--- src/logic/sram_bridge_settings.svh ---
`ifndef SRAM_BRIDGE_SETTINGS_SVH
`define SRAM_BRIDGE_SETTINGS_SVH

// AXI bus widths
`define AXI_AW_BITS 20
`define AXI_DW_BITS 16
`define AXI_ID_BITS 4
`define AXI_STRB_BITS (`AXI_DW_BITS / 8)

// Word addressed SRAM behind the bus
`define SRAM_AW_BITS (`AXI_AW_BITS - $clog2(`AXI_STRB_BITS))
`define SRAM_DEPTH (1 << `SRAM_AW_BITS)

`endif

--- src/logic/axi_pkg.sv ---
`include "sram_bridge_settings.svh"

package axi_pkg;

  localparam logic [1:0] AXI_RESP_OKAY = 2'b00;

  // INCR only, full width beats, so no burst or size field
  typedef struct packed {
    logic [`AXI_ID_BITS-1:0] id;
    logic [`AXI_AW_BITS-1:0] addr;
    logic [7:0]              len;
  } axi_aw_t;

  typedef struct packed {
    logic [`AXI_DW_BITS-1:0]   data;
    logic [`AXI_STRB_BITS-1:0] strb;
    logic                      last;
  } axi_w_t;

  typedef struct packed {
    logic [`AXI_ID_BITS-1:0] id;
    logic [1:0]              resp;
  } axi_b_t;

  typedef struct packed {
    logic [`AXI_ID_BITS-1:0] id;
    logic [`AXI_AW_BITS-1:0] addr;
    logic [7:0]              len;
  } axi_ar_t;

  typedef struct packed {
    logic [`AXI_ID_BITS-1:0] id;
    logic [`AXI_DW_BITS-1:0] data;
    logic [1:0]              resp;
    logic                    last;
  } axi_r_t;

endpackage

--- src/logic/sram_cmd_pkg.sv ---
`include "sram_bridge_settings.svh"

package sram_cmd_pkg;

  // Memory side command words, one per SRAM access
  typedef struct packed {
    logic [`SRAM_AW_BITS-1:0]  addr;
    logic [`AXI_DW_BITS-1:0]   data;
    logic [`AXI_STRB_BITS-1:0] strb;
  } sram_wr_cmd_t;

  // Read data comes back a cycle later on its own bus
  typedef struct packed {
    logic [`SRAM_AW_BITS-1:0] addr;
  } sram_rd_cmd_t;

endpackage

--- src/logic/axi_sram_rd.sv ---
`include "sram_bridge_settings.svh"

module axi_sram_rd (
  input  logic                       clk,
  input  logic                       rst_n,

  input  logic                       ar_valid,
  output logic                       ar_ready,
  input  axi_pkg::axi_ar_t           ar,

  output logic                       r_valid,
  input  logic                       r_ready,
  output axi_pkg::axi_r_t            r,

  output logic                       rd_cmd_valid,
  input  logic                       rd_cmd_ready,
  output sram_cmd_pkg::sram_rd_cmd_t rd_cmd,

  input  logic [`AXI_DW_BITS-1:0]    rd_data
);
  import axi_pkg::*;

  logic                     burst_active;
  logic                     in_flight;
  logic [`AXI_ID_BITS-1:0]  id_q;
  logic [`SRAM_AW_BITS-1:0] addr_q;
  logic [8:0]               issue_left;
  logic [7:0]               ret_left;
  logic                     ar_fire;
  logic                     r_fire;
  logic                     r_free;
  logic                     cmd_fire;

  assign ar_fire  = ar_valid && ar_ready;
  assign r_fire   = r_valid && r_ready;
  assign cmd_fire = rd_cmd_valid && rd_cmd_ready;

  // R register is empty next cycle
  assign r_free = !r_valid || r_ready;

  // One read in flight at most, and only into a free R register
  assign rd_cmd_valid = burst_active && (issue_left != 9'd0) && !in_flight && r_free;
  assign rd_cmd       = '{addr: addr_q};

  always_ff @(posedge clk) begin
    if (!rst_n) begin
      ar_ready     <= 1'b0;
      burst_active <= 1'b0;
      in_flight    <= 1'b0;
      r_valid      <= 1'b0;
    end else begin
      if (ar_fire) begin
        ar_ready <= 1'b0;
      end else if (!burst_active || (r_fire && r.last)) begin
        ar_ready <= 1'b1;
      end

      if (ar_fire) begin
        burst_active <= 1'b1;
      end else if (r_fire && r.last) begin
        burst_active <= 1'b0;
      end

      in_flight <= cmd_fire;

      if (in_flight) begin
        r_valid <= 1'b1;
      end else if (r_ready) begin
        r_valid <= 1'b0;
      end
    end
  end

  always_ff @(posedge clk) begin
    if (ar_fire) begin
      id_q       <= ar.id;
      addr_q     <= ar.addr[`AXI_AW_BITS-1:`AXI_AW_BITS-`SRAM_AW_BITS];
      issue_left <= {1'b0, ar.len} + 9'd1;
    end else if (cmd_fire) begin
      addr_q     <= addr_q + 1'b1;
      issue_left <= issue_left - 1'b1;
    end
  end

  // Array data lands here one cycle after the command
  always_ff @(posedge clk) begin
    if (ar_fire) begin
      ret_left <= ar.len;
    end else if (in_flight) begin
      ret_left <= ret_left - 1'b1;
    end
    if (in_flight) begin
      r <= '{id: id_q, data: rd_data, resp: AXI_RESP_OKAY, last: (ret_left == 8'd0)};
    end
  end

  r_no_overwrite: assert property (
    @(posedge clk) disable iff (!rst_n)
    (r_valid && !r_ready) |-> !in_flight
  ) else $error("read data returned into a stalled R register");

endmodule

--- config.mk ---
export PLATFORM = sky130hd
export DESIGN_NAME = axi_sram_rd
export DESIGN_NICKNAME = d
export VERILOG_FILES = /design/src/logic/axi_pkg.sv /design/src/logic/sram_cmd_pkg.sv /design/src/logic/axi_sram_rd.sv
export VERILOG_INCLUDE_DIRS = /design/src /design/src/logic
export SDC_FILE = /design/constraint.sdc
export NUM_CORES = 1
export LEC_CHECK = 0
export BUFFER_PORTS_ARGS = -buffer_cell sky130_fd_sc_hd__buf_2
export CAP_MARGIN = 10
export CELL_PAD_IN_SITES_DETAIL_PLACEMENT = 0
export CELL_PAD_IN_SITES_GLOBAL_PLACEMENT = 1
export CORE_UTILIZATION = 39
export DETAILED_ROUTE_END_ITERATION = 8
export PLACE_DENSITY_LB_ADDON = 0.1
export SYNTH_ARGS = -nofsm -noshare
export SYNTH_HDL_FRONTEND = slang
export SYNTH_SLANG_ARGS = --single-unit
export TNS_END_PERCENT = 30
--- constraint.sdc ---
create_clock -name clk -period 3.2 [get_ports clk]
set_input_delay 0.64 -clock clk [delete_from_list [all_inputs] [get_ports clk]]
set_output_delay 0.64 -clock clk [all_outputs]
set_load 0.005 [all_outputs]
==> results.sh <==
export IMPL_outcome="finished, final reports clean"
export IMPL_cts_inserted_buffers=9
export IMPL_path_clk_slew_ns=0.08
export IMPL_period_share_pct=83.2
export IMPL_die_w_um=91.3
export IMPL_hp_class="reg -> reg"
export IMPL_cp_arrival_ns=2.02
export IMPL_final_cell_mix="buf_2, edfxtp_1, nand2_1, o21ai_0, xnor2_1"
export IMPL_dr_pass1_iters=4
export IMPL_viasPerCell=4.84
export IMPL_fmax_mhz=376
export IMPL_intPower_uw=1470
export IMPL_stdcell_count=476
export IMPL_yosys_warnings=0
export IMPL_synth_compound_area_share_pct=6.04
export IMPL_fin_nets=427
export IMPL_rsz0062_at_grt="false"
export IMPL_synth_edf_count=61
export IMPL_gr_total_overflow=0
export IMPL_htreeDepth=3
export IMPL_netlist_instances=266
export IMPL_cts_resized=0
export IMPL_r2r_start="issue_left[0]"
export IMPL_synth_seq_cells=65
export IMPL_wl_per_cell_um=13.4
export IMPL_core_region_area_um2=7730
export IMPL_hold_start="id_q[3]"
export IMPL_setup_violations=0
export IMPL_hold_viol=0
export IMPL_synth_cell_type_count=34
export IMPL_r2r_setup_slack_ns=1.14
export IMPL_vias=2306
export IMPL_cts_root_buf="clkbuf_8"
export IMPL_synthMuxAreaShare_pct=1.93
export IMPL_synth_adder_area_share_pct=2.01
export IMPL_initial_core_util_pct=40.2
export IMPL_avgSynthCellArea_um2=11.7
export IMPL_die_h_um=91.3
export IMPL_comb_power_share_pct=11.2
export IMPL_clock_path_buffers=2
export IMPL_end_kind="output pin"
export IMPL_clk_latency_ns=0.34
export IMPL_tritoncts="built"
export IMPL_post_cts_buffers=0
export IMPL_syn_area_um2=3110
export IMPL_p_per_area_nw_per_um2=505
export IMPL_slew_violations=0
export IMPL_grt_pass1_vias=2290
export IMPL_finalWeightedCongestion=0.794
export IMPL_tightest_slew_ns=0.555
export IMPL_dp_cells=460
export IMPL_pwr_share_clk_pct=36.0
export IMPL_drtIter0Drc=74
export IMPL_antenna_found_initial=0
export IMPL_io_buffers=94
export IMPL_drcViolationCount=0
export IMPL_p_leak_uw=0.00150
export IMPL_crit_path_start="issue_left[0]"
export IMPL_cts_hold_buf=0
export IMPL_clock_sinks=65
export IMPL_drv_cap=0
export IMPL_grt_use_total_pct=16.8
export IMPL_design_die_area_um2=8330
export IMPL_min_period_ns=2.66
export IMPL_antenna_left=0
export IMPL_synth_flop_cell="edfxtp_1"
export IMPL_setup_tns_ns=0
export IMPL_crit_fanout=4
export IMPL_seq_area_frac_synth_pct=61.5
export IMPL_critical_path_class="reg -> out"
export IMPL_dp_hpwl_mm=4.57
export IMPL_synthXorXnorAreaFrac_pct=9.02
export IMPL_final_common_cell="buf_2"
export IMPL_ys_async_sr_fraction_pct=0
export IMPL_fin_skew_ns=0.00731
export IMPL_startpoint_type="flop"
export IMPL_max_vdd_ir_drop_uv=200
export IMPL_syn2layout_area_growth_pct=26.0
export IMPL_power_frac_seq_pct=52.8
export IMPL_drive_above_1_share_pct=31.6
export IMPL_relSlewSlack_pct=62.9
export IMPL_antenna_cells=0
export IMPL_placementRows=32
export IMPL_sw_frac_of_total_pct=25.7
export IMPL_synth_top_family_by_area="simple AND/OR/NAND/NOR gates"
export IMPL_grt_max_degree=25
export IMPL_routed_wl_mm=6.37
export IMPL_critPathRequiredTime_ns=2.56
export IMPL_ios=98
export IMPL_netSwitchingPower_uw=509
export IMPL_grt_pass1_wl_mm=10.7
export IMPL_synth_simple_gate_area_share_pct=16.7
cell families after synthesis:
logic type,Yosys count
other cells,1
buf+inv,20
mux,6
compound gates,35
xor+xnor,32
flops,65
fa+ha+maj,5
simple gates,102
worst paths after layout:
| check | endpoint | depth (start not counted) |
|---|---|---|
| worst max register to register | issue_left[5] | 7 |
| worst min-delay path | r[22] | 0 |
| worst min register to register | r[22] | 0 |
| worst max-delay path | rd_cmd_valid | 6 |
routing by layer:
layer	global-route usage (%)	part of all wire, %	vias to the layer above
met1	20.7	45	1075
met5	0	0	-
met4	7.67	1.8	0
met2	27.5	48	55
met3	4.36	4.6	9
li1	-	-	1167
final cells by class:
type	instances	area [µm²]
timing repair buffer	100	515
clock buffer	9	124
tap	102	128
fill	744	3810
clock inverter	7	77.6
multi-input combinational	182	1120
sequential	65	1910
inverter	11	41.3
per-stage QoR:
step           setup WS, ns  area, µm²  util (%)  power (µW)  hold WS (ns)
2_1_floorplan          1.00       3110         -        1180         0.400
3_3_place_gp          0.886       3710      48.1        1280         0.402
3_5_place_dp          0.881       3710      48.1        1290         0.408
4_1_cts               0.496       3920      50.7        2010         0.427
5_1_grt               0.370       3920      50.7        2070         0.436
6_report              0.538       3920      50.7        1980         0.422
cells in the mapped netlist, drive strengths merged (4+ instances only):
cell	number	area, µm²
xor2	9	78.8
buf	4	22.5
ha	5	62.6
nand3	12	60.1
nor3	6	30.0
nand4	6	58.8
nor4	9	56.3
nand2	39	146
mux2i	6	60.1
dfxtp	4	80.1
clkbuf	5	18.8
xnor2	23	201
inv	10	37.5
a21oi	7	35.0
o21ai	23	115
edfxtp	61	1830
nor2	16	60.1
power groups by stage:
stage               Clock [µW]  Sequential [µW]  Combinational (µW)
floorplan                    0             1060                 125
global placement             0             1060                 221
detailed placement           0             1060                 224
CTS                        736             1040                 226
global route               763             1050                 254
finish                     712             1040                 222
critical path: stages (launching register included):
cell      delay [ns]
edfxtp_1        0.42
inv_1           0.08
ha_1            0.18
nor3b_1         0.49
nand3b_1        0.19
and3_1          0.20
buf_2           0.13
state kept, by name, summed over array words and instances (netlist names):
register,count
ar_ready,1
r,21
burst_active,1
ret_left,8
rd_cmd,19
in_flight,1
id_q,4
issue_left,9
r_valid,1
No activity file was read; power rests on OpenSTA's default activity.
