## src/logic/sram_bridge_settings.svh

```systemverilog
`ifndef SRAM_BRIDGE_SETTINGS_SVH
`define SRAM_BRIDGE_SETTINGS_SVH

// AXI bus widths
`define AXI_AW_BITS 20
`define AXI_DW_BITS 16
`define AXI_ID_BITS 4
`define AXI_STRB_BITS (`AXI_DW_BITS / 8)

// Word addressed SRAM behind the bus
`define SRAM_AW_BITS (`AXI_AW_BITS - $clog2(`AXI_STRB_BITS))
`define SRAM_DEPTH (1 << `SRAM_AW_BITS)

`endif

```

## src/logic/axi_pkg.sv

```systemverilog
`include "sram_bridge_settings.svh"

package axi_pkg;

  localparam logic [1:0] AXI_RESP_OKAY = 2'b00;

  // INCR only, full width beats, so no burst or size field
  typedef struct packed {
    logic [`AXI_ID_BITS-1:0] id;
    logic [`AXI_AW_BITS-1:0] addr;
    logic [7:0]              len;
  } axi_aw_t;

  typedef struct packed {
    logic [`AXI_DW_BITS-1:0]   data;
    logic [`AXI_STRB_BITS-1:0] strb;
    logic                      last;
  } axi_w_t;

  typedef struct packed {
    logic [`AXI_ID_BITS-1:0] id;
    logic [1:0]              resp;
  } axi_b_t;

  typedef struct packed {
    logic [`AXI_ID_BITS-1:0] id;
    logic [`AXI_AW_BITS-1:0] addr;
    logic [7:0]              len;
  } axi_ar_t;

  typedef struct packed {
    logic [`AXI_ID_BITS-1:0] id;
    logic [`AXI_DW_BITS-1:0] data;
    logic [1:0]              resp;
    logic                    last;
  } axi_r_t;

endpackage

```

## src/logic/sram_cmd_pkg.sv

```systemverilog
`include "sram_bridge_settings.svh"

package sram_cmd_pkg;

  // Memory side command words, one per SRAM access
  typedef struct packed {
    logic [`SRAM_AW_BITS-1:0]  addr;
    logic [`AXI_DW_BITS-1:0]   data;
    logic [`AXI_STRB_BITS-1:0] strb;
  } sram_wr_cmd_t;

  // Read data comes back a cycle later on its own bus
  typedef struct packed {
    logic [`SRAM_AW_BITS-1:0] addr;
  } sram_rd_cmd_t;

endpackage

```

## src/logic/axi_sram_wr.sv

```systemverilog
`include "sram_bridge_settings.svh"

module axi_sram_wr (
  input  logic                       clk,
  input  logic                       rst_n,

  input  logic                       aw_valid,
  output logic                       aw_ready,
  input  axi_pkg::axi_aw_t           aw,

  input  logic                       w_valid,
  output logic                       w_ready,
  input  axi_pkg::axi_w_t            w,

  output logic                       b_valid,
  input  logic                       b_ready,
  output axi_pkg::axi_b_t            b,

  output logic                       wr_cmd_valid,
  input  logic                       wr_cmd_ready,
  output sram_cmd_pkg::sram_wr_cmd_t wr_cmd
);
  import axi_pkg::*;

  logic                     burst_active;
  logic [`AXI_ID_BITS-1:0]  id_q;
  logic [`SRAM_AW_BITS-1:0] addr_q;
  logic [7:0]               beats_left;
  logic                     aw_fire;
  logic                     w_fire;
  logic                     last_beat;
  logic                     beat_open;

  assign aw_fire   = aw_valid && aw_ready;
  assign w_fire    = w_valid && w_ready;
  assign last_beat = (beats_left == 8'd0);

  // W is held off until AW is latched and while B waits
  assign beat_open = burst_active && !b_valid;

  // Beats go straight to the SRAM port
  assign wr_cmd_valid = beat_open && w_valid;
  assign w_ready      = beat_open && wr_cmd_ready;
  assign wr_cmd       = '{addr: addr_q, data: w.data, strb: w.strb};

  assign b = '{id: id_q, resp: AXI_RESP_OKAY};

  always_ff @(posedge clk) begin
    if (!rst_n) begin
      aw_ready     <= 1'b0;
      burst_active <= 1'b0;
      b_valid      <= 1'b0;
    end else begin
      // Reopen AW only once the previous B has gone out
      if (aw_fire) begin
        aw_ready <= 1'b0;
      end else if (!burst_active && (!b_valid || b_ready)) begin
        aw_ready <= 1'b1;
      end

      if (aw_fire) begin
        burst_active <= 1'b1;
      end else if (w_fire && last_beat) begin
        burst_active <= 1'b0;
      end

      if (w_fire && last_beat) begin
        b_valid <= 1'b1;
      end else if (b_ready) begin
        b_valid <= 1'b0;
      end
    end
  end

  // Burst state
  always_ff @(posedge clk) begin
    if (aw_fire) begin
      id_q       <= aw.id;
      addr_q     <= aw.addr[`AXI_AW_BITS-1:`AXI_AW_BITS-`SRAM_AW_BITS];
      beats_left <= aw.len;
    end else if (w_fire) begin
      addr_q     <= addr_q + 1'b1;
      beats_left <= beats_left - 1'b1;
    end
  end

  wlast_matches_len: assert property (
    @(posedge clk) disable iff (!rst_n)
    w_fire |-> (w.last == last_beat)
  ) else $error("wlast disagrees with the burst length");

endmodule

```

## config.mk

```make
export PLATFORM = sky130hd
export DESIGN_NAME = axi_sram_wr
export DESIGN_NICKNAME = d
export VERILOG_FILES = /design/src/logic/axi_pkg.sv /design/src/logic/sram_cmd_pkg.sv /design/src/logic/axi_sram_wr.sv
export VERILOG_INCLUDE_DIRS = /design/src /design/src/logic
export SDC_FILE = /design/constraint.sdc
export NUM_CORES = 1
export LEC_CHECK = 0
export BUFFER_PORTS_ARGS = -buffer_cell sky130_fd_sc_hd__buf_2
export CAP_MARGIN = 20
export CORE_ASPECT_RATIO = 0.7
export CORE_MARGIN = 3
export CORE_UTILIZATION = 32
export DETAILED_ROUTE_END_ITERATION = 10
export GPL_ROUTABILITY_DRIVEN = 1
export PLACE_DENSITY = 0.63
export SETUP_SLACK_MARGIN = 0.2
export SYNTH_ARGS = -nofsm -noshare
export SYNTH_HDL_FRONTEND = slang
export SYNTH_SLANG_ARGS = --single-unit
```

## constraint.sdc

```tcl
create_clock -name clk -period 1.5 [get_ports clk]
set_input_delay 0.075 -clock clk [delete_from_list [all_inputs] [get_ports clk]]
set_output_delay 0.075 -clock clk [all_outputs]
set_load 0.01 [all_outputs]
```

==> metrics.txt <==
share of cells above drive strength 1 49.8%; total global routing overflow 0; initial DRC count 69; Netlist cell types 37; RSZ-0062 raised after global routing true; Max Slew Vio Count 0; IO Count 104; clock sink total 34; Max Buffers Root-to-Sink 2; critical path arrival 1700 ps; design area 2960 µm²; Hold Path Class input port to flop; CTS H-tree depth 2; Placed Instance Area 2480 µm²; Worst VDD drop 0.306 mV; switching power 696 µW; Final Skew 6.36 ps; TNS Setup -137 ps; CP required 1630 ps; final setup violating endpoints 7; Core ar. 5900 µm²; CP Cell Sequence ha_4 -> nand2_8 -> nor4_4 -> mux2_4 -> o211ai_2; Post-Place Worst Slack -22.3 ps; Max Clk Rate 0.641 GHz; filler cell count 541; failing checks negative setup slack; row cnt 23; pin count of the biggest net entering global routing 48; startpoint types flop; die height 72.4 µm; Max FO, Critical Path 5; port buffer count 63; total global-route track usage 13.9%; hpwl dp 3480 µm; nets 354; final RePlAce weighted congestion 0.820; power per cell area 836 nW/µm²; top cell type by total area after synthesis edfxtp_1; register area 991 µm²; final worst-path cycle share 104%; first-pass GRT wire length 7840 µm; setup slack after layout -61.1 ps; Clock Power Share 28.9%; Worst Setup End Kind flop; Multi-input gate area 1090 µm²; post-synthesis sequential area ratio 49.2%; Initial Util 34.1%; Via density 4.69; Layout area overhead 47.0%; total CTS buffers 5; Slowest cell on crit path edfxtp_1; die area 7300 µm²; share of the synthesized area in the top cell type 46.2%; WS Path Type flop to flop; fin crit period 1560 ps; Root Buffer clkbuf_8; Ant. Diodes 0; internal power 1.78 mW; Reg2Reg Depth 5; Syn Inst Count 204; sequential share of power 47.6%; Synth Warn # 0; ranking of synthesized cells by area edfxtp_1, buf_4, nand2_1, xnor2_1, o21ai_0; Hold Path Cell Cnt 2; status complete, but fails checks; routed vias 1,737; vias in the first global route 1,580; Leakage 1.19 nW; 1st-pass router iterations 4; Skew-Pair Late Insertion Delay 290 ps; Max-Cap Viols 0; CP peak stage delay 440 ps; routed length per instance 14.3 µm; synthesized cell area 2010 µm²; # DRC 0; initial antenna violation count 0; combinational power share 23.5%; Net Sw Frac 28.1%; Avg Inst Size Synth 9.87 µm²; FF+latch count, synth 34; CTS tree done; Routed WL 5280 µm; DRT antenna net count 0; final hold vios 0; Worst-path clk slew 70 ps; Die Wd 101 µm
-- Yosys cell counts --
| library cell | n |
|---|---|
| nand2_1 | 37 |
| edfxtp_1 | 31 |
| buf_4 | 20 |
| o21ai_0 | 17 |
| xnor2_1 | 15 |
| nor2_1 | 13 |
| nand3_1 | 6 |
| nor4_1 | 6 |
| a21oi_1 | 5 |
| inv_1 | 5 |
| clkbuf_1 | 4 |
| nor3_1 | 4 |
| xor2_1 | 4 |
| dfxtp_1 | 3 |
| ha_1 | 3 |
| nand2b_1 | 3 |
| nor2b_1 | 3 |
| a31oi_1 | 2 |
| and3b_1 | 2 |
| nand4_1 | 2 |
| nor4_2 | 2 |
| o21ai_1 | 2 |
| a21boi_0 | 1 |
| a21o_1 | 1 |
| buf_2 | 1 |
| buf_6 | 1 |
| conb_1 | 1 |
| inv_2 | 1 |
| mux2_2 | 1 |
| nand2_2 | 1 |
| nand4_2 | 1 |
| nand4_4 | 1 |
| nor3_2 | 1 |
| nor3b_1 | 1 |
| o211ai_1 | 1 |
| o211ai_2 | 1 |
| or4_1 | 1 |
-- power by group through the flow --
stage	sequential (mW)	clock (mW)	combinational, mW
after floorplan	1.23	0	0.257
after global placement	1.19	0	0.450
after detailed placement	1.19	0	0.461
after CTS	1.18	0.740	0.529
after global routing	1.18	0.768	0.639
final	1.18	0.716	0.581
-- placed cells by master (no fill, tap or decap), types with 2 or more instances in the layout --
master | synthesis | final
dfxtp_1 | 3 | 3
ha_4 | 0 | 3
nand2_1 | 37 | 32
conb_1 | 1 | 2
nor3_1 | 4 | 2
clkbuf_8 | 0 | 6
xnor2_2 | 0 | 2
nor4_4 | 0 | 5
xnor2_1 | 15 | 13
a31oi_1 | 2 | 2
nand2_2 | 1 | 3
buf_4 | 20 | 34
nor2_1 | 13 | 11
nor4_2 | 2 | 3
dlygate4sd3_1 | 0 | 4
nand2b_1 | 3 | 2
inv_2 | 1 | 3
o21ai_1 | 2 | 9
nor2b_1 | 3 | 3
inv_1 | 5 | 3
nor3_2 | 1 | 3
nand2_8 | 0 | 3
buf_2 | 1 | 63
xor2_1 | 4 | 4
nand2_4 | 0 | 2
buf_6 | 1 | 5
a21oi_1 | 5 | 5
nand3_1 | 6 | 4
nand4_1 | 2 | 2
o21ai_0 | 17 | 10
edfxtp_1 | 31 | 31
-- final timing paths --
path	slack (ps)	from	endpoint
max	-60	addr_q[1]	addr_q[18]
max reg2reg	-60	addr_q[1]	addr_q[18]
min	20	rst_n	burst_active
min reg2reg	520	b_valid	b_valid
-- layer usage --
layer	wire, µm	up-vias	global-route usage [%]
li1	-	874	-
met1	2600	811	20.5
met2	2320	48	19.5
met3	305	4	3.65
met4	52	0	4.93
met5	0	-	0
-- sequential cells by signal, indices dropped and copies added, names as in the netlist --
name          count
addr_q           19
aw_ready          1
id_q              4
b_valid           1
burst_active      1
beats_left        8
-- layout make-up --
| type | count | share of cell area, % |
|---|---|---|
| Timing Repair Buffer | 106 | 22.5 |
| Sequential cell | 34 | 33.5 |
| Multi-Input combinational cell | 141 | 37.0 |
| Inverter | 6 | 0.761 |
| Tap cell | 75 | 3.17 |
| Clock buffer | 7 | 2.92 |
| Clock inverter | 1 | 0.169 |
-- through the flow --
stage | utilization [%] | total power, mW | hold slack, ps | cells
final | 50.2 | 2.47 | 22.0 | 370
after CTS | 47.6 | 2.45 | 18.5 | 364
after global placement | 42.1 | 1.64 | 150 | 345
after global routing | 50.2 | 2.59 | 23.1 | 370
after floorplan | - | 1.49 | 174 | 205
after detailed placement | 42.1 | 1.65 | 150 | 345
-- worst max-delay path, delay by kind of cell, from the launching register on --
kind	cells	cell delay, ps
compound gates	1	70
fa+ha+maj	1	210
flops	1	440
mux	1	330
simple gates	2	360
-- repair_timing --
action,4_1_cts,5_1_grt
pin swaps,11,12
resized for setup,34,18
hold endpoints to repair,4,0
gates cloned,0,2
endpoints found under the setup margin,48,51
buffers inserted,7,4
hold buffers,4,0
-- cell families (layout without fill, tap and decap cells) --
logic type | after synthesis | in the layout | synth area share (%)
simple gates | 84 | 86 | 21.5
flops | 34 | 34 | 49.2
buf+inv | 32 | 120 | 10.1
compound gates | 30 | 30 | 8.32
xor+xnor | 19 | 19 | 8.26
fa+ha+maj | 3 | 3 | 1.86
other cells | 1 | 2 | 0.186
mux | 1 | 1 | 0.559
(Power assumes the default switching activity.)
