--- config.mk ---
export PLATFORM = sky130hd
export DESIGN_NAME = sram_port_arbiter
export DESIGN_NICKNAME = d
export VERILOG_FILES = /design/src/logic/sram_cmd_pkg.sv /design/src/logic/sram_port_arbiter.sv
export VERILOG_INCLUDE_DIRS = /design/src /design/src/logic
export SDC_FILE = /design/constraint.sdc
export NUM_CORES = 1
export LEC_CHECK = 0
export ABC_CLOCK_PERIOD_IN_PS = 1150
export BUFFER_PORTS_ARGS = -buffer_cell sky130_fd_sc_hd__buf_2
export CORE_MARGIN = 10
export CORE_UTILIZATION = 23
export CTS_BUF_LIST = sky130_fd_sc_hd__clkbuf_8
export CTS_CLUSTER_SIZE = 16
export DETAILED_ROUTE_END_ITERATION = 6
export PLACE_DENSITY = 0.82
export SLEW_MARGIN = 20
export SYNTH_ARGS = -nofsm -noshare
export SYNTH_HDL_FRONTEND = slang
export SYNTH_SLANG_ARGS = --single-unit
--- constraint.sdc ---
create_clock -name clk -period 1.15 [get_ports clk]
set_input_delay 0.23 -clock clk [delete_from_list [all_inputs] [get_ports clk]]
set_output_delay 0.23 -clock clk [all_outputs]
set_load 0.02 [all_outputs]
--- src/logic/sram_bridge_settings.svh ---
`ifndef SRAM_BRIDGE_SETTINGS_SVH
`define SRAM_BRIDGE_SETTINGS_SVH

// AXI bus widths
`define AXI_AW_BITS 20
`define AXI_DW_BITS 16
`define AXI_ID_BITS 4
`define AXI_STRB_BITS (`AXI_DW_BITS / 8)

// Word addressed SRAM behind the bus
`define SRAM_AW_BITS (`AXI_AW_BITS - $clog2(`AXI_STRB_BITS))
`define SRAM_DEPTH (1 << `SRAM_AW_BITS)

`endif

--- src/logic/sram_cmd_pkg.sv ---
`include "sram_bridge_settings.svh"

package sram_cmd_pkg;

  // Memory side command words, one per SRAM access
  typedef struct packed {
    logic [`SRAM_AW_BITS-1:0]  addr;
    logic [`AXI_DW_BITS-1:0]   data;
    logic [`AXI_STRB_BITS-1:0] strb;
  } sram_wr_cmd_t;

  // Read data comes back a cycle later on its own bus
  typedef struct packed {
    logic [`SRAM_AW_BITS-1:0] addr;
  } sram_rd_cmd_t;

endpackage

--- src/logic/sram_port_arbiter.sv ---
`include "sram_bridge_settings.svh"

module sram_port_arbiter (
  input  logic                       clk,
  input  logic                       rst_n,

  input  logic                       wr_cmd_valid,
  output logic                       wr_cmd_ready,
  input  sram_cmd_pkg::sram_wr_cmd_t wr_cmd,

  input  logic                       rd_cmd_valid,
  output logic                       rd_cmd_ready,
  input  sram_cmd_pkg::sram_rd_cmd_t rd_cmd,

  output logic                       mem_en,
  output logic                       mem_we,
  output logic [`SRAM_AW_BITS-1:0]   mem_addr,
  output logic [`AXI_DW_BITS-1:0]    mem_wdata,
  output logic [`AXI_STRB_BITS-1:0]  mem_strb
);

  logic last_wr;
  logic grant_wr;
  logic grant_rd;

  // On a tie the side that lost last time goes first
  assign grant_wr = wr_cmd_valid && (!rd_cmd_valid || !last_wr);
  assign grant_rd = rd_cmd_valid && !grant_wr;

  assign wr_cmd_ready = grant_wr;
  assign rd_cmd_ready = grant_rd;

  assign mem_en    = grant_wr || grant_rd;
  assign mem_we    = grant_wr;
  assign mem_addr  = grant_wr ? wr_cmd.addr : rd_cmd.addr;
  assign mem_wdata = wr_cmd.data;
  assign mem_strb  = wr_cmd.strb;

  always_ff @(posedge clk) begin
    if (!rst_n) begin
      last_wr <= 1'b0;
    end else if (grant_wr) begin
      last_wr <= 1'b1;
    end else if (grant_rd) begin
      last_wr <= 1'b0;
    end
  end

  // A read that lost a tie holds valid and must win the next cycle
  rd_after_tie: assert property (
    @(posedge clk) disable iff (!rst_n)
    (wr_cmd_valid && rd_cmd_valid && wr_cmd_ready) |=> rd_cmd_ready
  ) else $error("read starved after losing arbitration");

endmodule
==> results of run 1 <==
==> power groups by stage <==
| stage | Clock (mW) | Combinational, mW | Sequential (mW) |
|---|---|---|---|
| after floorplan | 0 | 0.332 | 0.0403 |
| after global placement | 0 | 0.373 | 0.0404 |
| after detailed placement | 0 | 0.379 | 0.0407 |
| after CTS | 0 | 0.521 | 0.0411 |
| after global routing | 0 | 0.558 | 0.0416 |
| final | 0 | 0.525 | 0.0413 |
==> metal layers <==
layer | global-route usage | share of wire
met1 | 0.0807 | 0.34
met4 | 0.00513 | 0.0075
met3 | 0.0231 | 0.13
met2 | 0.167 | 0.53
met5 | 0 | 0
==> cell type report <==
class / instances / area share
multi-input combinational: 25 / 0.344
tap: 28 / 0.0354
timing repair buffer: 74 / 0.599
sequential: 1 / 0.0215
==> critical path: cells and delay by family <==
family | cells | cell delay [ps]
buf+inv | 4 | 440
mux | 1 | 300
compound gates | 1 | 200
==> final timing paths <==
check | start | end | depth (start not counted)
max | wr_cmd_valid | mem_addr[1] | 6
min | wr_cmd[7] | mem_wdata[5] | 0
max reg2reg | last_wr | last_wr | 3
min reg2reg | last_wr | last_wr | 3
==> cell families after synthesis <==
kind of cell / Yosys count / synth area share
buffers and inverters: 21 / 0.320
muxes: 19 / 0.553
AOI/OAI and AO/OA: 2 / 0.0364
and+or+nand+nor: 4 / 0.0510
DFF: 1 / 0.0388
==> cells in the final DEF, fill, tap and decap left out, drive strengths merged <==
cell,n
buf,74
mux2,19
dfxtp,1
a21boi,2
or2,1
and2,1
nand2b,1
or2b,1
==> through the flow <==
stage | total power [mW] | instance area (sq um) | utilization | setup WS, ps
4_1_cts | 0.562 | 972 | 0.448 | -277
5_1_grt | 0.600 | 988 | 0.456 | -304
3_3_place_gp | 0.413 | 729 | 0.336 | -279
2_1_floorplan | 0.372 | 517 | - | -101
6_report | 0.566 | 988 | 0.456 | -262
3_5_place_dp | 0.420 | 729 | 0.336 | -313
==> repair_timing <==
action,CTS,global route
setup endpoints to repair,21,22
pin swaps,1,1
resized for setup,54,6
buffers inserted,6,2
hold buffers,0,0
gates cloned,1,0
==> metrics.md, run 1 <==
| Metric | Value |
|---|---|
| Largest register FFs | 1 |
| Most flops, register | last_wr |
| Setup TNS | -4890 ps |
| Power Dens Cells | 573 mW/mm^2 |
| Routed vias/inst | approximately 4.1 |
| Final setup margin | -262 ps |
| Sw Pwr | 207 uW |
| Status | finished with violations |
| Worst path slowest cell | mux2_4 |
| Syn Area/Cell | 11.0 sq um |
| Sequential fraction of the synthesis area | 0.0388 |
| Via count | approximately 520 |
| First-pass GRT wire length | roughly 3.0 mm |
| Multi-input logic area | approximately 340 sq um |
| CP Max Fanout | 5 |
| 1st-iter DRT viols | 8 |
| Vias in the first global route | slightly above 600 |
| Clock Power Share | 0 |
| Worst setup EP type | output port |
| Num rows | 17 |
| Largest regs | last_wr x1 |
| Synthesized instance count | 47 |
| Width of the die | approximately 67 um |
| Arr. time, crit path | around 1200 ps |
| Routed Wire Length | around 2.1 mm |
| Mapped Area | ~520 sq um |
| Worst Hold Class | in2out |
| Share of the synthesized area in the top cell type | 0.553 |
| Die area | 0.00453 sq mm |
| R2r setup slk | approximately 240 ps |
| Switch share | 0.366 |
| Post-synth EDFFs | 0 |
| Period minus WS final | 1410 ps |
| Pin count of the biggest net entering global routing | 6 |
| Yosys warnings | 0 |
| Worst skew pair latency | 0 ps |
| Remaining DRCs | 0 |
| Final Setup Violations | 22 |
| Part of the cycle the worst path needs | 1.23 |
| Final hold slack | about 460 ps |
| Failing checks | negative setup slack |
| Fmax | about 700 MHz |
| Detailed-route wire length per cell | about 17 um |
| # diodes | 0 |
| Static leakage | around 0.55 nW |
| Critical Path RT | 920 ps |
| Slew Limit Fails | 0 |
| Grt total ovfl | 0 |
| Routability cong. | 0.790 |
| Synth Flop Type | dfxtp_1 |
| Fillers | around 220 |
| PortBufs | 64 |
| First drt pass iteration count | 2 |
| Starting Density | 0.238 |
| Mapped Nets | roughly 110 |
| Netlist cell types | 10 |
| RSZ-0062 raised after global routing | yes |
| Worst-Margin Slew | 144 ps |
| CP dominant cell by count | buf_6 |
| Critical path class | in2out |
| Area growth from synthesis to layout | 91.7% |
| Worst VDD drop | between 300 and 400 uV |
| Hpwl dp | about 1.8 mm |
| Seq cells post-synth | 1 |
| Initial antenna violation count | 0 |
| Die H | ~67 um |
| Top post-synthesis cells by area | mux2_4 55%, buf_4 28%, buf_6 4.4% |
| Nets | approximately 160 |
| Finished Layout Cells | ~130 |
| Total core area | 0.00217 sq mm |
| Post-synth top area cell | mux2_4 |
| Crit-path cells | buf_6 > a21boi_4 > buf_6 > buf_8 > mux2_4 > buf_6 |
| # Max-Cap Violations | 0 |
| IO Pins | approximately 100 |
| Reg area | 21.3 sq um |
| Slew headroom | 0.903 |
| Hold Vio Cnt, Final | 0 |
| All-Layer GR Usage | 0.0812 |
| Async set or reset register ratio after synthesis | 0 |
| Synth cell count leaders | 19 x buf_4, 19 x mux2_4, 2 x buf_6 |
| Largest stage delay, worst path | approximately 300 ps |
| Combinational group share of total power | 0.927 |
| Sequential share of power | 0.073 |
| Share of layout cells above drive strength 1 | 0.970 |
| Placed instance count | roughly 120 |
| Post-DRT Antenna Nets | 0 |
| Worst Setup Start Kind | input pin |
| Clk_skew | 0 ps |
| Power Internal | ~360 uW |
Note: power is estimated with default switching activity, not from simulation.
==> run 2, diff against run 1 <==
ABC_AREA = 1   (was not set)
ABC_CLOCK_PERIOD_IN_PS = 1700   (was 1150)
CORE_UTILIZATION = 27   (was 23)
PLACE_DENSITY = 0.92   (was 0.82)
clock period = 1.7 ns   (was 1.15 ns; I/O delays follow)
==> run 2 against run 1 <==
  * The flow now finishes without violations
  * Utilization decreased by 6.0 points
  * Final area decreased by 31%
  * Sequential cell count unchanged
  * Critical path type unchanged
  * Largest cell class unchanged
  * Largest power group unchanged
==> metrics.md, run 2 <==
| Metric | Value |
|---|---|
| Synth Flop Type | dfxtp_1 |
| # resized after CTS | 0 |
| Hpwl dp | about 1.8 mm |
| Hold_buf cts | 0 |
| Detailed-route wire length per cell | about 12 um |
| Static leakage | between 0.4 and 0.5 nW |
| Worst path slowest cell | nand2_2 |
| Setup TNS | 0 ps |
| IO Pins | ~100 |
| # Max-Cap Violations | 0 |
| Switch share | 0.539 |
| Final hold slack | ~490 ps |
| Clock Pin Slew Worst Setup and Hold Paths | 0 ps |
| Clk_skew | 0 ps |
| Mapped Nets | 152 |
| Arr. time, crit path | approximately 1100 ps |
| RSZ-0062 raised after global routing | no |
| Worst Setup Start Kind | input pin |
| Largest stage delay, worst path | 290 ps |
| Hold Vio Cnt, Final | 0 |
| Post-placement cell area | between 600 and 700 sq um |
| Seq cells post-synth | 1 |
| WL met1 | 714 um |
| Area growth from synthesis to layout | 40.4% |
| Critical Path RT | roughly 1400 ps |
| Starting Density | 0.282 |
| Post-Layout Inst Area | 683 sq um |
| Power Dens Cells | 388 mW/mm^2 |
| Largest regs | last_wr x1 |
| Remaining DRCs | 0 |
| Share of layout cells above drive strength 1 | 0.541 |
| Largest register FFs | 1 |
| Most flops, register | last_wr |
| Vias in the first global route | between 700 and 800 |
| Part of the cycle the worst path needs | 0.865 |
| Die area | 0.00390 sq mm |
| Fin util | 0.396 |
| Total setup buffers inserted after CTS | 0 |
| Worst skew pair latency | 0 ps |
| Post-synth EDFFs | 0 |
| Synthesized instance count | just over 90 |
| # diodes | 0 |
| Worst VDD drop | about 270 uV |
| 1st-iter DRT viols | 19 |
| Most frequent cells in the layout | 64 x buf_2, 39 x nand2_1, 19 x nand3_1, 4 x buf_4 |
| Pin count of the biggest net entering global routing | 21 |
| Final setup margin | approximately 230 ps |
| Die H | approximately 62 um |
| Slew headroom | 0.757 |
| Worst-Margin Slew | roughly 360 ps |
| Combinational group share of total power | 0.898 |
| Placed instance count | 160 |
| Clock Power Share | 0 |
| Syn Area/Cell | ~5.3 sq um |
| PnR Total Power | 265 uW |
| Nets | 197 |
| Num rows | 15 |
| Grt total ovfl | 0 |
| Sequential share of power | 0.102 |
| Routed Wire Length | 1.98 mm |
| Via count | around 700 |
| Post-synth top area cell | nand2_1 |
| All-Layer GR Usage | 0.0912 |
| Top post-synthesis cells by area | nand2_1 30%, buf_4 29%, nand3_1 20% |
| Pre-CTS WS | roughly 230 ps |
| PortBufs | 64 |
| Period minus WS final | 1470 ps |
| Most common cell after layout, fill and taps aside | buf_2 |
| Share of the synthesized area in the top cell type | 0.301 |
| Finished Layout Cells | 160 |
| Detail Route met2 WL | roughly 1 mm |
| Count leader, synth | nand2_1 |
| Critical path class | in2out |
| Synth cell count leaders | 39 x nand2_1, 19 x buf_4, 19 x nand3_1, 4 x buf_2 |
| First-pass GRT wire length | between 3 and 4 mm |
| Sequential fraction of the synthesis area | 0.0411 |
| Status | finished, final reports clean |
| Worst Hold Class | reg2reg |
| Routability cong. | 0.701 |
| Worst setup EP type | output port |
| CP Max Fanout | 20 |
| First drt pass iteration count | 4 |
| Met3 wire length | roughly 260 um |
| Async set or reset register ratio after synthesis | 0 |
| Mapped Area | a little under 500 sq um |
| Routed vias/inst | approximately 4.3 |
| Width of the die | ~62 um |
| Netlist cell types | 12 |
| R2r setup slk | a little over 900 ps |
| Final Setup Violations | 0 |
| Total core area | approximately 0.0017 sq mm |
| Max Used Layer | met3 |
| Power Internal | around 120 uW |
| Fmax | 680 MHz |
| Yosys warnings | 0 |
| Crit-path cells | buf_2 > nand2_2 > nand2_2 > inv_2 > nor2_2 > buf_2 |
| Post-DRT Antenna Nets | 0 |
| Sw Pwr | around 140 uW |
| Slew Limit Fails | 0 |
| Initial antenna violation count | 0 |
==> run 2: cell count changes in the layout (fill, tap and decap cells not counted), sizes merged <==
| cell | before | now |
|---|---|---|
| nand2b | 1 | 0 |
| and2 | 1 | 0 |
| or2b | 1 | 0 |
| buf | 74 | 68 |
| nand3 | 0 | 19 |
| nand2 | 0 | 41 |
| inv | 0 | 2 |
| nor2 | 0 | 3 |
| mux2 | 19 | 0 |
| a21boi | 2 | 0 |
==> run 2: layer usage <==
metal | vias up | GRT usage
met4 | 0 | 0
met2 | 43 | 0.177
met3 | 0 | 0.0466
met5 | - | 0
met1 | 296 | 0.0884
li1 | 355 | -
==> run 2: area by class of cell <==
type,count,area [sq um]
well taps,25,31.3
multi-input cells,64,274
repair buffers,68,350
flip-flops and latches,1,20.0
inverters,2,7.51
fillers,212,1040
==> run 2: power by group through the flow <==
stage	sequential (mW)	combinational (mW)	clock, mW
2_1_floorplan	0.0269	0.205	0
3_3_place_gp	0.0271	0.239	0
3_5_place_dp	0.0271	0.242	0
4_1_cts	0.0271	0.242	0
5_1_grt	0.0272	0.266	0
6_report	0.0270	0.238	0
==> run 2: path summary, 6_finish.rpt <==
kind,from,to,cells after the start
worst max-delay path,rd_cmd_valid,rd_cmd_ready,6
worst min-delay path,last_wr,last_wr,2
worst max register to register,last_wr,last_wr,4
worst min register to register,last_wr,last_wr,2
==> run 2: cells by family after synthesis <==
family,after synthesis,synth area share
flip-flops,1,0.0411
buffers and inverters,27,0.396
AND/OR/NAND/NOR,64,0.563
==> run 2: worst max-delay path: cells and delay by family <==
family	cells	cell delay (ps)
and+or+nand+nor	3	440
buffers and inverters	3	350
==> run 3, diff against run 2 <==
--- a/config.mk
+++ b/config.mk
@@ -14,2 +14,3 @@
 export CTS_BUF_LIST = sky130_fd_sc_hd__clkbuf_8
+export CTS_CLUSTER_DIAMETER = 150
 export CTS_CLUSTER_SIZE = 16
--- a/constraint.sdc
+++ b/constraint.sdc
@@ -3,2 +3,2 @@
 set_output_delay 0.34 -clock clk [all_outputs]
-set_load 0.02 [all_outputs]
+set_load 0.005 [all_outputs]
==> run 3 against run 2 <==
  * Critical path depth shrank 1
  * Total power down 22%
  * Largest cell class unchanged
  * Fmax decreased by 0.98%
  * Highest routed layer unchanged
==> metrics.md, run 3 (synthesized netlist as in run 2, its figures left out) <==
| Metric | Value |
|---|---|
| Status | finished, final reports clean |
| 1st-iter DRT viols | 36 |
| PnR Total Power | 206 uW |
| Fillers | between 200 and 250 |
| Most common cell after layout, fill and taps aside | buf_2 |
| Post-Layout Inst Area | slightly below 700 sq um |
| Largest register FFs | 1 |
| R2r setup slk | approximately 940 ps |
| Most flops, register | last_wr |
| Critical path class | in2out |
| First-pass GRT wire length | 3.22 mm |
| Initial antenna violation count | 0 |
| Routed vias/inst | between 4 and 5 |
| Period minus WS final | approximately 1500 ps |
| Worst skew pair latency | 0 ps |
| RSZ-0062 raised after global routing | no |
| Worst Min Path Start | last_wr |
| Met2 Usage GRT | 0.179 |
| Reg-to-Reg Start | last_wr |
| FF-to-FF End | last_wr |
| Total core area | around 0.0017 sq mm |
| Hpwl dp | around 1.7 mm |
| Worst Setup EP | mem_addr[11] |
| Routed Wire Length | 1.96 mm |
| Worst VDD drop | approximately 180 uV |
| R2r worst-path depth | 4 |
| Die area | about 0.0039 sq mm |
| Nets | just under 200 |
| Met1 GRT Util | 0.0913 |
| Largest regs | last_wr x1 |
| All-Layer GR Usage | 0.0926 |
| Vias in the first global route | ~740 |
| Grt total ovfl | 0 |
| Starting Density | 0.282 |
| GRT Max-Usage Layer | met2 |
| Static leakage | between 0.4 and 0.5 nW |
| Reg area | ~20 sq um |
| Fmax | 673 MHz |
| Power Dens Cells | ~300 mW/mm^2 |
| Setup TNS | 0 ps |
| Total setup buffers inserted after CTS | 0 |
| Critical Path RT | 1360 ps |
| # diodes | 0 |
| Hold Vio Cnt, Final | 0 |
| Routability cong. | just over 0.7 |
| # Max-Cap Violations | 0 |
| Worst Setup Start Kind | input pin |
| Remaining DRCs | 0 |
| Slew headroom | 0.755 |
| Most frequent cells in the layout | 64 x buf_2, 39 x nand2_1, 19 x nand3_1, 3 x buf_4 |
| Detailed-route wire length per cell | between 10 and 15 um |
| CP Max Fanout | 20 |
| # resized after CTS | 0 |
| Area growth from synthesis to layout | 38.8% |
| GR Util met3 | 0.0448 |
| Worst Hold Class | reg2reg |
| Worst setup EP type | output port |
| Slew Limit Fails | 0 |
| Placed instance count | ~160 |
| Post-placement cell area | between 600 and 700 sq um |
| Worst-Margin Slew | 366 ps |
| Part of the cycle the worst path needs | 0.874 |
| Num rows | 15 |
| Die H | ~62 um |
| Via count | approximately 700 |
| Share of layout cells above drive strength 1 | 0.537 |
| Clk_skew | 0 ps |
| Finished Layout Cells | 159 |
| Origin of the worst setup path | wr_cmd_valid |
| Clock Pin Slew Worst Setup and Hold Paths | 0 ps |
| PortBufs | 64 |
| Arr. time, crit path | ~1200 ps |
| Width of the die | between 60 and 70 um |
| IO Pins | ~100 |
| Multi-input logic area | approximately 270 sq um |
| Pin count of the biggest net entering global routing | 21 |
| Hold_buf cts | 0 |
| Post-DRT Antenna Nets | 0 |
| First drt pass iteration count | 2 |
| Final Setup Violations | 0 |
run 3: changes by cell type in the layout (fill, tap and decap cells not counted), sizes merged:
cell  delta
buf      -1
run 3: critical path, cell delays in order:
cell	delay, ps
buf_2	210
nand2_2	280
nand2_1	140
nand2_1	50
buf_2	120
run 3: final cells by class:
cell class / count / share of cell area
inverter: 2 / 0.0111
multi-input combinational: 64 / 0.406
timing repair buffer: 67 / 0.507
sequential: 1 / 0.0296
tap: 25 / 0.0463
run 3: metal layers:
metal,vias up,routed length [um]
met2,39,1030
met4,0,0
li1,352,-
met5,-,0
met1,290,680
met3,0,244
run 3: metrics by stage:
| stage | util | hold slack (ps) | worst slack (ps) |
|---|---|---|---|
| after detailed placement | 0.391 | 491 | 205 |
| after floorplan | - | 462 | 601 |
| final | 0.391 | 488 | 214 |
| after global placement | 0.391 | 499 | 235 |
| after CTS | 0.391 | 491 | 194 |
| after global routing | 0.391 | 524 | 54.1 |
run 3: where the power goes:
| group | total, mW | leakage (nW) | switching [mW] | internal [mW] |
|---|---|---|---|---|
| Clock | 0 | 0 | 0 | 0 |
| Combinational | 0.179 | 0.461 | 0.0855 | 0.0932 |
| Sequential | 0.0270 | 0.00835 | 0.00112 | 0.0259 |
run 3: worst min-delay path by stage:
stage                     slack (ps)      end  depth (start not counted)
after floorplan                  460  last_wr                          2
after global placement           500  last_wr                          2
after detailed placement         490  last_wr                          2
after CTS                        490  last_wr                          2
after global routing             520  last_wr                          2
final                            490  last_wr                          2
